[config.mk]
export PLATFORM = sky130hd
export DESIGN_NAME = u1e_regs_core
export DESIGN_NICKNAME = d
export VERILOG_FILES = /design/src/hw/u1e_bus_pkg.sv /design/src/hw/u1e_regmap_pkg.sv /design/src/hw/wb_page_decode.sv /design/src/hw/settings_bus_16le.sv /design/src/hw/misc_ctrl_regs.sv /design/src/hw/vita_time_64.sv /design/src/hw/readback_regs_16le.sv /design/src/hw/u1e_regs_core.sv
export SDC_FILE = /design/constraint.sdc
export NUM_CORES = 1
export LEC_CHECK = 0
export BUFFER_PORTS_ARGS = -buffer_cell sky130_fd_sc_hd__buf_2
export CELL_PAD_IN_SITES_DETAIL_PLACEMENT = 0
export CELL_PAD_IN_SITES_GLOBAL_PLACEMENT = 1
export CORE_MARGIN = 5
export CORE_UTILIZATION = 45
export CTS_BUF_LIST = sky130_fd_sc_hd__clkbuf_8
export DETAILED_ROUTE_END_ITERATION = 6
export GPL_ROUTABILITY_DRIVEN = 0
export MAX_ROUTING_LAYER = met4
export PLACE_DENSITY = 0.82
export SYNTH_ARGS = -nofsm -noshare
export SYNTH_HDL_FRONTEND = slang
export SYNTH_SLANG_ARGS = --single-unit
[constraint.sdc]
create_clock -name wb_clk -period 5.4 [get_ports wb_clk]
set_clock_uncertainty 0.1 [all_clocks]
set_input_delay 0.54 -clock wb_clk [delete_from_list [all_inputs] [get_ports wb_clk]]
set_output_delay 0.54 -clock wb_clk [all_outputs]
set_load 0.01 [all_outputs]
[src/hw/u1e_bus_pkg.sv]
// Bus widths, typedefs and packed request structs for Wishbone and settings bus
package u1e_bus_pkg;

   localparam int WB_AW  = 11;   // Byte address
   localparam int WB_DW  = 16;
   localparam int SET_AW = 8;
   localparam int SET_DW = 32;

   typedef logic [WB_AW-1:0]  wb_adr_t;
   typedef logic [WB_DW-1:0]  wb_dat_t;
   typedef logic [SET_AW-1:0] set_addr_t;
   typedef logic [SET_DW-1:0] set_data_t;
   typedef logic [63:0]       vita_time_t;

   // One Wishbone request as seen by a slave page
   typedef struct packed {
      wb_adr_t adr;
      wb_dat_t dat;
      logic    we;
      logic    stb;
      logic    cyc;
   } wb_req_t;

   // One 32-bit settings write
   typedef struct packed {
      logic      stb;
      set_addr_t addr;
      set_data_t data;
   } set_bus_t;

endpackage

[src/hw/u1e_regmap_pkg.sv]
// Page map, settings addresses, misc offsets, readback word indices and compat number
package u1e_regmap_pkg;

   ////////////////////
   // Wishbone pages, top 4 address bits
   localparam logic [3:0] PAGE_MISC     = 4'd0;
   localparam logic [3:0] PAGE_READBACK = 4'd7;
   localparam logic [3:0] PAGE_SETTINGS = 4'd8;   // Pages 8 to 15

   ////////////////////
   // Settings bus register numbers
   localparam logic [7:0] SR_TIME64     = 8'd42;  // 3 regs
   localparam logic [7:0] SR_REG_TEST32 = 8'd60;

   ////////////////////
   // Misc page offsets
   localparam logic [6:0] REG_CGEN_CTRL = 7'd4;
   localparam logic [6:0] REG_CGEN_ST   = 7'd6;
   localparam logic [6:0] REG_TEST      = 7'd8;

   localparam logic [15:0] MISC_DEFAULT_READ = 16'hBEEF;

   ////////////////////
   // Readback words, 32 bits each
   localparam logic [3:0] RB_TIME_HI = 4'd0;
   localparam logic [3:0] RB_TIME_LO = 4'd1;
   localparam logic [3:0] RB_PPS_HI  = 4'd2;
   localparam logic [3:0] RB_PPS_LO  = 4'd3;
   localparam logic [3:0] RB_TEST32  = 4'd4;
   localparam logic [3:0] RB_COMPAT  = 4'd5;

   // Bump when the register map changes, major in the upper half
   localparam logic [31:0] COMPAT_NUM = {16'd9, 16'd3};

endpackage

[src/hw/wb_page_decode.sv]
// Wishbone page decoder with strobe gating and return data and ack mux
`timescale 1ns/100ps

module wb_page_decode
   import u1e_bus_pkg::*;
   import u1e_regmap_pkg::*;
(
   input  logic    wb_clk,
   input  logic    wb_rst,
   input  wb_req_t req_i,
   input  wb_dat_t misc_dat_i,
   input  logic    misc_ack_i,
   input  wb_dat_t rb_dat_i,
   input  logic    rb_ack_i,
   input  logic    set_ack_i,
   output wb_req_t misc_req_o,
   output wb_req_t rb_req_o,
   output wb_req_t set_req_o,
   output wb_dat_t wb_dat_o,
   output logic    wb_ack_o
);

   logic [3:0] page;
   logic       sel_misc;
   logic       sel_rb;
   logic       sel_set;

   assign page     = req_i.adr[10:7];
   assign sel_misc = (page == PAGE_MISC);
   assign sel_rb   = (page == PAGE_READBACK);
   assign sel_set  = (page >= PAGE_SETTINGS);   // Upper half of the map

   // Same request to every page, only the selected one sees stb
   always_comb
   begin
      misc_req_o     = req_i;
      rb_req_o       = req_i;
      set_req_o      = req_i;
      misc_req_o.stb = req_i.stb & sel_misc;
      rb_req_o.stb   = req_i.stb & sel_rb;
      set_req_o.stb  = req_i.stb & sel_set;
   end

   always_comb
   begin
      if (sel_misc)
         wb_dat_o = misc_dat_i;
      else if (sel_rb)
         wb_dat_o = rb_dat_i;
      else
         wb_dat_o = '0;   // Settings page is write only
   end

   // Unmapped pages fall through with no ack
   assign wb_ack_o = (sel_misc & misc_ack_i) | (sel_rb & rb_ack_i) | (sel_set & set_ack_i);

   a_one_page: assert property (@(posedge wb_clk) disable iff (wb_rst)
      $onehot0({misc_req_o.stb, rb_req_o.stb, set_req_o.stb}));

endmodule

[src/hw/settings_bus_16le.sv]
// Settings bus master building 32-bit writes from little-endian halfword writes
`timescale 1ns/100ps

module settings_bus_16le
   import u1e_bus_pkg::*;
(
   input  logic     wb_clk,
   input  logic     wb_rst,
   input  wb_req_t  req_i,
   output logic     ack_o,
   output set_bus_t set_o
);

   wb_dat_t   low_half;   // Most recent low halfword
   logic      set_stb;
   set_addr_t set_addr;
   set_data_t set_data;
   logic      wr_done;

   // Write is taken in the ack cycle, master still holds data there
   assign wr_done = req_i.stb & req_i.cyc & req_i.we & ack_o;

   ////////////////////
   // Bus acknowledge
   always_ff @(posedge wb_clk)
   begin
      if (wb_rst)
         ack_o <= 1'b0;
      else
         ack_o <= req_i.stb & req_i.cyc & ~ack_o;   // Single cycle pulse
   end

   ////////////////////
   // Halfword assembly
   always_ff @(posedge wb_clk)
   begin
      if (wr_done && !req_i.adr[1])
         low_half <= req_i.dat;
   end

   always_ff @(posedge wb_clk)
   begin
      if (wr_done && req_i.adr[1])
      begin
         set_addr <= req_i.adr[9:2];
         set_data <= {req_i.dat, low_half};
      end
   end

   // High half completes the word
   always_ff @(posedge wb_clk)
   begin
      if (wb_rst)
         set_stb <= 1'b0;
      else
         set_stb <= wr_done & req_i.adr[1];
   end

   assign set_o = '{stb: set_stb, addr: set_addr, data: set_data};

   a_set_pulse: assert property (@(posedge wb_clk) disable iff (wb_rst)
      set_o.stb |=> !set_o.stb);

endmodule

[src/hw/misc_ctrl_regs.sv]
// Misc control page with clock generator control, status and test registers
`timescale 1ns/100ps

module misc_ctrl_regs
   import u1e_bus_pkg::*;
   import u1e_regmap_pkg::*;
(
   input  logic    wb_clk,
   input  logic    wb_rst,
   input  wb_req_t req_i,
   input  logic    cgen_st_status_i,
   input  logic    cgen_st_ld_i,
   input  logic    cgen_st_refmon_i,
   output wb_dat_t dat_o,
   output logic    ack_o,
   output logic    cgen_sync_b_o,
   output logic    cgen_ref_sel_o
);

   wb_dat_t    cgen_ctrl;
   wb_dat_t    test_reg;
   logic [6:0] offset;
   logic       wr_en;

   assign offset = req_i.adr[6:0];
   assign wr_en  = req_i.stb & req_i.cyc & req_i.we;

   always_ff @(posedge wb_clk)
   begin
      if (wb_rst)
      begin
         cgen_ctrl <= 16'd3;   // Sync released, internal ref
         test_reg  <= '0;
      end
      else if (wr_en)
      begin
         case (offset)
            REG_CGEN_CTRL: cgen_ctrl <= req_i.dat;
            REG_TEST:      test_reg  <= req_i.dat;
            default: ;
         endcase
      end
   end

   assign cgen_sync_b_o  = cgen_ctrl[1];
   assign cgen_ref_sel_o = cgen_ctrl[0];

   ////////////////////
   // Read mux
   always_comb
   begin
      case (offset)
         REG_CGEN_CTRL: dat_o = cgen_ctrl;
         REG_CGEN_ST:   dat_o = {13'd0, cgen_st_status_i, cgen_st_ld_i, cgen_st_refmon_i};
         REG_TEST:      dat_o = test_reg;
         default:       dat_o = MISC_DEFAULT_READ;
      endcase
   end

   assign ack_o = req_i.stb & req_i.cyc;   // Zero wait state

endmodule

[src/hw/vita_time_64.sv]
// 64-bit VITA time counter with immediate or PPS aligned load and PPS capture
`timescale 1ns/100ps

module vita_time_64
   import u1e_bus_pkg::*;
#(
   parameter set_addr_t BASE = 8'd0
)
(
   input  logic       wb_clk,
   input  logic       wb_rst,
   input  set_bus_t   set_i,
   input  logic       pps_i,
   output vita_time_t time_o,
   output vita_time_t time_pps_o
);

   localparam set_addr_t ADDR_HI   = BASE;
   localparam set_addr_t ADDR_LO   = BASE + 8'd1;
   localparam set_addr_t ADDR_MODE = BASE + 8'd2;

   typedef enum logic [0:0] {LOAD_IDLE, LOAD_WAIT_PPS} load_state_e;

   load_state_e state;
   set_data_t   time_hi;
   set_data_t   time_lo;
   logic        pps_mode;
   logic [2:0]  pps_sync;   // Two sync flops plus edge history
   logic        pps_rise;
   logic        lo_wr;
   vita_time_t  time_next;

   assign lo_wr    = set_i.stb & (set_i.addr == ADDR_LO);
   assign pps_rise = pps_sync[1] & ~pps_sync[2];

   ////////////////////
   // Settings registers
   always_ff @(posedge wb_clk)
   begin
      if (set_i.stb && set_i.addr == ADDR_HI)
         time_hi <= set_i.data;
      if (lo_wr)
         time_lo <= set_i.data;
   end

   always_ff @(posedge wb_clk)
   begin
      if (wb_rst)
         pps_mode <= 1'b0;
      else if (set_i.stb && set_i.addr == ADDR_MODE)
         pps_mode <= set_i.data[0];
   end

   always_ff @(posedge wb_clk)
   begin
      if (wb_rst)
         pps_sync <= '0;
      else
         pps_sync <= {pps_sync[1:0], pps_i};
   end

   ////////////////////
   // Load FSM and counter
   always_ff @(posedge wb_clk)
   begin
      if (wb_rst)
         state <= LOAD_IDLE;
      else
      begin
         case (state)
            LOAD_IDLE:     if (lo_wr && pps_mode) state <= LOAD_WAIT_PPS;
            LOAD_WAIT_PPS: if (pps_rise) state <= LOAD_IDLE;
            default:       state <= LOAD_IDLE;
         endcase
      end
   end

   always_comb
   begin
      if (lo_wr && !pps_mode)
         time_next = {time_hi, set_i.data};   // Low word not yet in time_lo
      else if (state == LOAD_WAIT_PPS && pps_rise)
         time_next = {time_hi, time_lo};
      else
         time_next = time_o + 64'd1;
   end

   always_ff @(posedge wb_clk)
   begin
      if (wb_rst)
      begin
         time_o     <= '0;
         time_pps_o <= '0;
      end
      else
      begin
         time_o <= time_next;
         if (pps_rise)
            time_pps_o <= time_next;   // Matches time_o right after the edge
      end
   end

endmodule

[src/hw/readback_regs_16le.sv]
// Readback page with persistent test32 register and 32-bit words served as halfwords
`timescale 1ns/100ps

module readback_regs_16le
   import u1e_bus_pkg::*;
   import u1e_regmap_pkg::*;
#(
   parameter set_addr_t TEST32_ADDR = 8'd0
)
(
   input  logic       wb_clk,
   input  logic       wb_rst,
   input  wb_req_t    req_i,
   input  set_bus_t   set_i,
   input  vita_time_t time_i,
   input  vita_time_t time_pps_i,
   output wb_dat_t    dat_o,
   output logic       ack_o
);

   set_data_t test32;    // Persistent scratch word
   set_data_t word;
   wb_dat_t   hi_latch;
   logic      rd_en;

   assign rd_en = req_i.stb & req_i.cyc & ~req_i.we & ~ack_o;

   always_ff @(posedge wb_clk)
   begin
      if (set_i.stb && set_i.addr == TEST32_ADDR)
         test32 <= set_i.data;
   end

   always_comb
   begin
      case (req_i.adr[5:2])
         RB_TIME_HI: word = time_i[63:32];
         RB_TIME_LO: word = time_i[31:0];
         RB_PPS_HI:  word = time_pps_i[63:32];
         RB_PPS_LO:  word = time_pps_i[31:0];
         RB_TEST32:  word = test32;
         RB_COMPAT:  word = COMPAT_NUM;
         default:    word = '0;
      endcase
   end

   // Low half read freezes the upper half for the following read
   always_ff @(posedge wb_clk)
   begin
      if (rd_en)
      begin
         if (!req_i.adr[1])
         begin
            dat_o    <= word[15:0];
            hi_latch <= word[31:16];
         end
         else
            dat_o <= hi_latch;
      end
   end

   always_ff @(posedge wb_clk)
   begin
      if (wb_rst)
         ack_o <= 1'b0;
      else
         ack_o <= req_i.stb & req_i.cyc & ~ack_o;
   end

   a_ack_pulse: assert property (@(posedge wb_clk) disable iff (wb_rst) ack_o |=> !ack_o);

endmodule

[src/hw/u1e_regs_core.sv]
// Register and timekeeping core top level with page decoder and register blocks
`timescale 1ns/100ps

module u1e_regs_core
   import u1e_bus_pkg::*;
   import u1e_regmap_pkg::*;
(
   input  logic    wb_clk,
   input  logic    wb_rst,
   input  wb_adr_t wb_adr_i,
   input  wb_dat_t wb_dat_i,
   input  logic    wb_we_i,
   input  logic    wb_stb_i,
   input  logic    wb_cyc_i,
   output wb_dat_t wb_dat_o,
   output logic    wb_ack_o,
   input  logic    pps_i,
   input  logic    cgen_st_status_i,
   input  logic    cgen_st_ld_i,
   input  logic    cgen_st_refmon_i,
   output logic    cgen_sync_b_o,
   output logic    cgen_ref_sel_o
);

   wb_req_t    bus_req;
   wb_req_t    misc_req;
   wb_req_t    rb_req;
   wb_req_t    set_req;
   wb_dat_t    misc_dat;
   wb_dat_t    rb_dat;
   logic       misc_ack;
   logic       rb_ack;
   logic       set_ack;
   set_bus_t   set_bus;
   vita_time_t vita_time;
   vita_time_t vita_time_pps;

   assign bus_req = '{adr: wb_adr_i, dat: wb_dat_i, we: wb_we_i, stb: wb_stb_i, cyc: wb_cyc_i};

   ////////////////////
   // Wishbone side
   wb_page_decode wb_page_decode_i (
      .wb_clk, .wb_rst, .req_i(bus_req),
      .misc_dat_i(misc_dat), .misc_ack_i(misc_ack),
      .rb_dat_i(rb_dat), .rb_ack_i(rb_ack), .set_ack_i(set_ack),
      .misc_req_o(misc_req), .rb_req_o(rb_req), .set_req_o(set_req),
      .wb_dat_o, .wb_ack_o);

   misc_ctrl_regs misc_ctrl_regs_i (
      .wb_clk, .wb_rst, .req_i(misc_req),
      .cgen_st_status_i, .cgen_st_ld_i, .cgen_st_refmon_i,
      .dat_o(misc_dat), .ack_o(misc_ack),
      .cgen_sync_b_o, .cgen_ref_sel_o);

   settings_bus_16le settings_bus_16le_i (
      .wb_clk, .wb_rst, .req_i(set_req), .ack_o(set_ack), .set_o(set_bus));

   ////////////////////
   // Settings bus targets
   vita_time_64 #(.BASE(SR_TIME64)) vita_time_64_i (
      .wb_clk, .wb_rst, .set_i(set_bus), .pps_i,
      .time_o(vita_time), .time_pps_o(vita_time_pps));

   readback_regs_16le #(.TEST32_ADDR(SR_REG_TEST32)) readback_regs_16le_i (
      .wb_clk, .wb_rst, .req_i(rb_req), .set_i(set_bus),
      .time_i(vita_time), .time_pps_i(vita_time_pps),
      .dat_o(rb_dat), .ack_o(rb_ack));

endmodule

## Yosys cells after proc, flatten, opt, wreduce, memory -nomap -nowiden

Cells that the tools add are included.

- Reductions and logical operators: 15
- $lt $le $gt $ge: 1
- Multiplexer cells: 10
- $add $sub $neg: 1
- Equal/unequal tests: 13
- Bitwise operators: 27

Operator list:

| operator | number |
|---|---|
| 32-bit case mux with 6 select lines | 1 |
| 64-bit two-way mux | 2 |
| 64-bit by 1-bit adder with 64-bit output (second input constant) | 1 |
| 16-bit two-way mux | 3 |
| 16-bit case mux with 3 select lines | 1 |
| 8-bit by 6-bit == test with 1-bit output (second input constant) | 4 |
| 1-bit bitwise AND | 19 |
| 7-bit by 3-bit == test with 1-bit output (second input constant) | 2 |
| 4-bit by 3-bit == test with 1-bit output (second input constant) | 3 |
| 4-bit by 2-bit == test with 1-bit output (second input constant) | 2 |
| 1-bit logical AND | 8 |
| 4-bit zero test | 2 |
| 7-bit by 4-bit == test with 1-bit output (second input constant) | 1 |
| 1-bit inverter | 6 |
| 2-bit AND reduction | 3 |
| 4-bit by 1-bit == test with 1-bit output (second input constant) | 1 |
| 4-bit >= comparator (second input constant) | 1 |
| 1-bit zero test | 2 |
| 1-bit two-way mux | 2 |
| 1-bit bitwise OR | 2 |
| 1-bit case mux with 2 select lines | 1 |

- Word-level logic and storage cells: 85
- Register bits: 352
- Output and inout bits: 19

## Longest topological paths before layout

- Word-level depth: 6
- Mapped depth: 9
- Gate-level depth less buffers: 7

## Modules after synthesis

Synthesis repeated with hierarchy kept, for this count alone.

- Cell total of the unflattened synthesis: 1550
- Area total of the unflattened synthesis: 16502.1 µm²

By module, submodules not included:

| module | sequential area each (µm²) | cells an instance | instances | area each (µm²) |
|---|---|---|---|---|
| vita_time_64 | 4584.4 | 893 | 1 | 8653.3 |
| readback_regs_16le | 1941.9 | 255 | 1 | 3387.0 |
| misc_ctrl_regs | 640.6 | 223 | 1 | 1776.7 |
| settings_bus_16le | 1721.7 | 66 | 1 | 1773.0 |
| wb_page_decode | 0.0 | 113 | 1 | 912.1 |

## Worst setup path after synthesis

Ideal clock, no wire load.

- Path kind: input to register
- Start: input port wb_adr_i[10]
- End: register settings_bus_16le_i.set_addr[0] (enable)
- Path slack: 1.403 ns
- Buffers on the path: 0
- Stages on the path: 2
- Setup time: 0.487 ns
- Data arrival time: 3.410 ns
- Cell sequence: nand2_1 -> nor3_1

- Cells in the longest elaborated chain, start to end: 6

RTL lines:

| what | RTL line | RTL |
|---|---|---|
| from (decl) | u1e_regs_core.sv:10 | `input wb_adr_t wb_adr_i,` |
| 4-bit >= comparator | wb_page_decode.sv:31 | `assign sel_set = (page >= PAGE_SETTINGS);` |
| 1-bit bitwise AND | wb_page_decode.sv:41 | `set_req_o.stb = req_i.stb & sel_set;` |
| 1-bit bitwise AND (3 in a row) | settings_bus_16le.sv:21 | `assign wr_done = req_i.stb & req_i.cyc & req_i.we & ack_o;` |
| 1-bit logical AND | settings_bus_16le.sv:43 | `if (wr_done && req_i.adr[1])` |
| to (signal assigned) | settings_bus_16le.sv:45 | `set_addr <= req_i.adr[9:2];` |
| to (decl) | settings_bus_16le.sv:16 | `set_addr_t set_addr;` |

No other way between the ends.
A chain may end at the register's enable or synchronous reset.

## Final worst setup path

- Start: input port wb_adr_i[4]
- End: output port wb_dat_o[5]

- Cells in the longest elaborated chain, start to end: 3

RTL lines:

| what | RTL line | RTL |
|---|---|---|
| 7-bit by 4-bit == test with 1-bit output or 7-bit by 3-bit == test with 1-bit output (tied branches) | misc_ctrl_regs.sv:52 | `case (offset)` |
| 16-bit case mux with 3 select lines * | misc_ctrl_regs.sv:52 |  |
| 16-bit two-way mux * | wb_page_decode.sv:46 | `if (sel_misc)` |
| to (decl) | u1e_regs_core.sv:15 | `output wb_dat_t wb_dat_o,` |

Mark *: on every way between the ends. The rest lies on a longest branch, timed or not.

==> results.sh <==
export IMPL_synth_flop_cell="edfxtp_1"
export IMPL_root_buffer="clkbuf_8"
export IMPL_rows=66
export IMPL_synth_commonest_cells="184 x edfxtp_1, 168 x dfxtp_1, 156 x nand2_1"
export IMPL_use_met2_pct=38.7
export IMPL_max_slew_margin_pct=17.1
export IMPL_clk_latency_ns=0.61
export IMPL_drv_cap=0
export IMPL_cp_required_ns=4.76
export IMPL_start_kind="input port"
export IMPL_fin_crit_ns=3.71
export IMPL_clk_path_buf_depth=3
export IMPL_synth_fp_nets=1406
export IMPL_stdcell_area_um2=16800
export IMPL_yosysUniqueCellTypes=63
export IMPL_chipWidth_um=191
export IMPL_drc_errors=0
export IMPL_design_die_area_um2=36300
export IMPL_routed_wirelength_um=45400
export IMPL_regToRegStartpoint="settings_bus_16le_i.set_addr[4]"
export IMPL_dp_cells=1793
export IMPL_grt_max_degree=96
export IMPL_syn_area_um2=14700
export IMPL_synth_largest_area_cell="edfxtp_1"
export IMPL_port_buffer_count=54
export IMPL_reg_top3="vita_time_64_i.time_o (64), vita_time_64_i.time_pps_o (64)"
export IMPL_synth_most_common_cell="edfxtp_1"
export IMPL_avgRoutedWirePerCell_um=23.9
export IMPL_routed_via_density=6.12
export IMPL_instances_no_fill=1901
export IMPL_setup_ws_ns=1.69
export IMPL_drv_slew=0
export IMPL_worstHoldStart="pps_i"
export IMPL_syn_area_per_cell_um2=10.7
export IMPL_r2r_cells=8
export IMPL_cts_resized_gates=0
export IMPL_seq_area_frac_synth_pct=60.5
export IMPL_synth_top_area_share_pct=37.6
export IMPL_drive_gt1_share_pct=13.9
export IMPL_ios=55
export IMPL_fin_nets=1447
export IMPL_cp_arrival_ns=3.07
export IMPL_antenna_found_initial=0
export IMPL_ys_warn_count=0
export IMPL_drt_iter0_drc=1337
export IMPL_power_density_nw_per_um2=334
export IMPL_worst_setup_path_end_kind="output pin"
export IMPL_grt_pass1_vias=11400
export IMPL_clock_sinks=352
export IMPL_grt_pass1_wl_um=69500
export IMPL_area_growth_syn_to_layout_pct=14.1
export IMPL_reg2reg_slack_ns=1.71
export IMPL_rsz0062_at_grt="false"
export IMPL_crit_type="in -> out"
export IMPL_clk_pin_slew_ns=0.06
export IMPL_rr_endpoint="vita_time_64_i.time_pps_o[49]"
export IMPL_grt_use_met1_pct=34.5
export IMPL_outcome="complete, no violations"
export IMPL_synth_area_leaders="edfxtp_1 38%, dfxtp_1 23%, nand2_1 4.0%"
export IMPL_hold_slack_ns=0.0574
export IMPL_globalRoute_busiestLayer="met2"
export IMPL_setup_total_negative_slack_ns=0
export IMPL_die_h_um=191
export IMPL_vias=11600
export IMPL_tightest_slew_ns=1.23
export IMPL_cts_buffers=57
export IMPL_ys_async_sr_fraction_pct=0
export IMPL_dp_hpwl_um=28000
export IMPL_ant_nets=0
export IMPL_post_cts_buffers=0
export IMPL_place_area_um2=15500
export IMPL_fillers=2894
export IMPL_path_max_fanout=34
export IMPL_p_leak_nw=5.57
export IMPL_hold_path_cell_count=2
export IMPL_grt_total_usage_pct=25.4
export IMPL_syn_inst=1369
export IMPL_max_vdd_ir_drop_v=0.000192
export IMPL_yosys_register_bits=352
export IMPL_antenna_diode_count=0
export IMPL_htreeDepth=2
export IMPL_post_place_ws_ns=1.75
export IMPL_core_region_area_um2=32400
export IMPL_setup_viol=0
export IMPL_first_pass_iters=7
export IMPL_hold_end="vita_time_64_i.pps_sync[0]"
export IMPL_hold_viol_final=0
export IMPL_met3_usage_pct=5.14
export IMPL_cts_tree="built"
export IMPL_synth_edf_count=184
export IMPL_fin_crit_sh_pct=68.7
export IMPL_overflow=0
export IMPL_hold_path_class="in -> reg"
export IMPL_start_util_pct=45.4
export IMPL_fmax_mhz=270
export IMPL_hold_buffers=0
## placed cells by master, fill, tap and decap left out, types with 16 or more instances in the layout
| cell | instances |
|---|---|
| a21oi_1 | 110 |
| and3_1 | 29 |
| a211oi_1 | 54 |
| inv_1 | 16 |
| a22oi_1 | 45 |
| buf_2 | 53 |
| xnor2_1 | 29 |
| nor2_1 | 129 |
| dfxtp_1 | 168 |
| o21ai_0 | 30 |
| buf_4 | 25 |
| clkbuf_8 | 67 |
| a22o_1 | 16 |
| nand4_1 | 22 |
| nor3_1 | 27 |
| xor2_1 | 19 |
| edfxtp_1 | 184 |
| nand2_1 | 156 |
| a222oi_1 | 31 |
| nand3_1 | 39 |
| o22ai_1 | 16 |
## metal layers
metal  up-vias  share of wire [%]
met5         -                  0
met4         0                2.7
met3        92                 10
met2       654                 46
met1      5607                 42
li1       5272                  -
## metrics by stage
stage	util, %	power, mW
after floorplan	-	2.97
after global placement	47.8	3.05
after detailed placement	47.8	3.05
after CTS	51.8	5.62
after global routing	51.8	5.76
final	51.8	5.59
## layout make-up
type / count / area (µm²) / share of cell area (%)
sequential: 352 / 8890 / 53.0
inverter: 7 / 26.3 / 0.157
multi-input combinational: 913 / 5530 / 33.0
clock buffer: 67 / 922 / 5.50
timing repair buffer: 79 / 464 / 2.77
clock inverter: 41 / 377 / 2.25
tap: 442 / 553 / 3.30
## critical path: stages
cell,delay (ns)
buf_2,0.22
nor4b_4,0.28
buf_4,0.53
a21oi_1,0.17
nor4_2,0.94
a21oi_1,0.17
buf_2,0.21
## report_power, final
part           total [mW]  internal [mW]  switching, mW
logic               0.171         0.0511          0.120
registers            2.83           2.81         0.0146
clock network        2.60           1.48           1.12
## worst max path at each step
| stage | slack [ns] | endpoint | depth (start not counted) | startpoint |
|---|---|---|---|---|
| after CTS | 1.74 | wb_dat_o[5] | 7 | wb_adr_i[4] |
| after floorplan | 1.40 | settings_bus_16le_i.set_addr[0] | 2 | wb_adr_i[10] |
| after detailed placement | 1.75 | wb_dat_o[5] | 7 | wb_adr_i[4] |
| after global placement | 1.78 | wb_dat_o[6] | 7 | wb_adr_i[4] |
| final | 1.69 | wb_dat_o[5] | 7 | wb_adr_i[4] |
| after global routing | 1.46 | vita_time_64_i.time_pps_o[49] | 8 | settings_bus_16le_i.set_addr[4] |
## logic make-up (layout without fill, tap and decap cells)
family / count (synthesis) / after routing / share of synthesized area [%]
flip-flops: 352 / 352 / 60.5
AO/OA/AOI/OAI: 357 / 357 / 16.6
AND/OR/NAND/NOR: 499 / 499 / 16.6
multiplexers: 8 / 8 / 0.554
XOR/XNOR: 48 / 48 / 2.86
buffers and inverters: 104 / 194 / 2.69
adder cells (fa/ha/maj): 1 / 1 / 0.0852
Power figures use the tool's default switching activity.
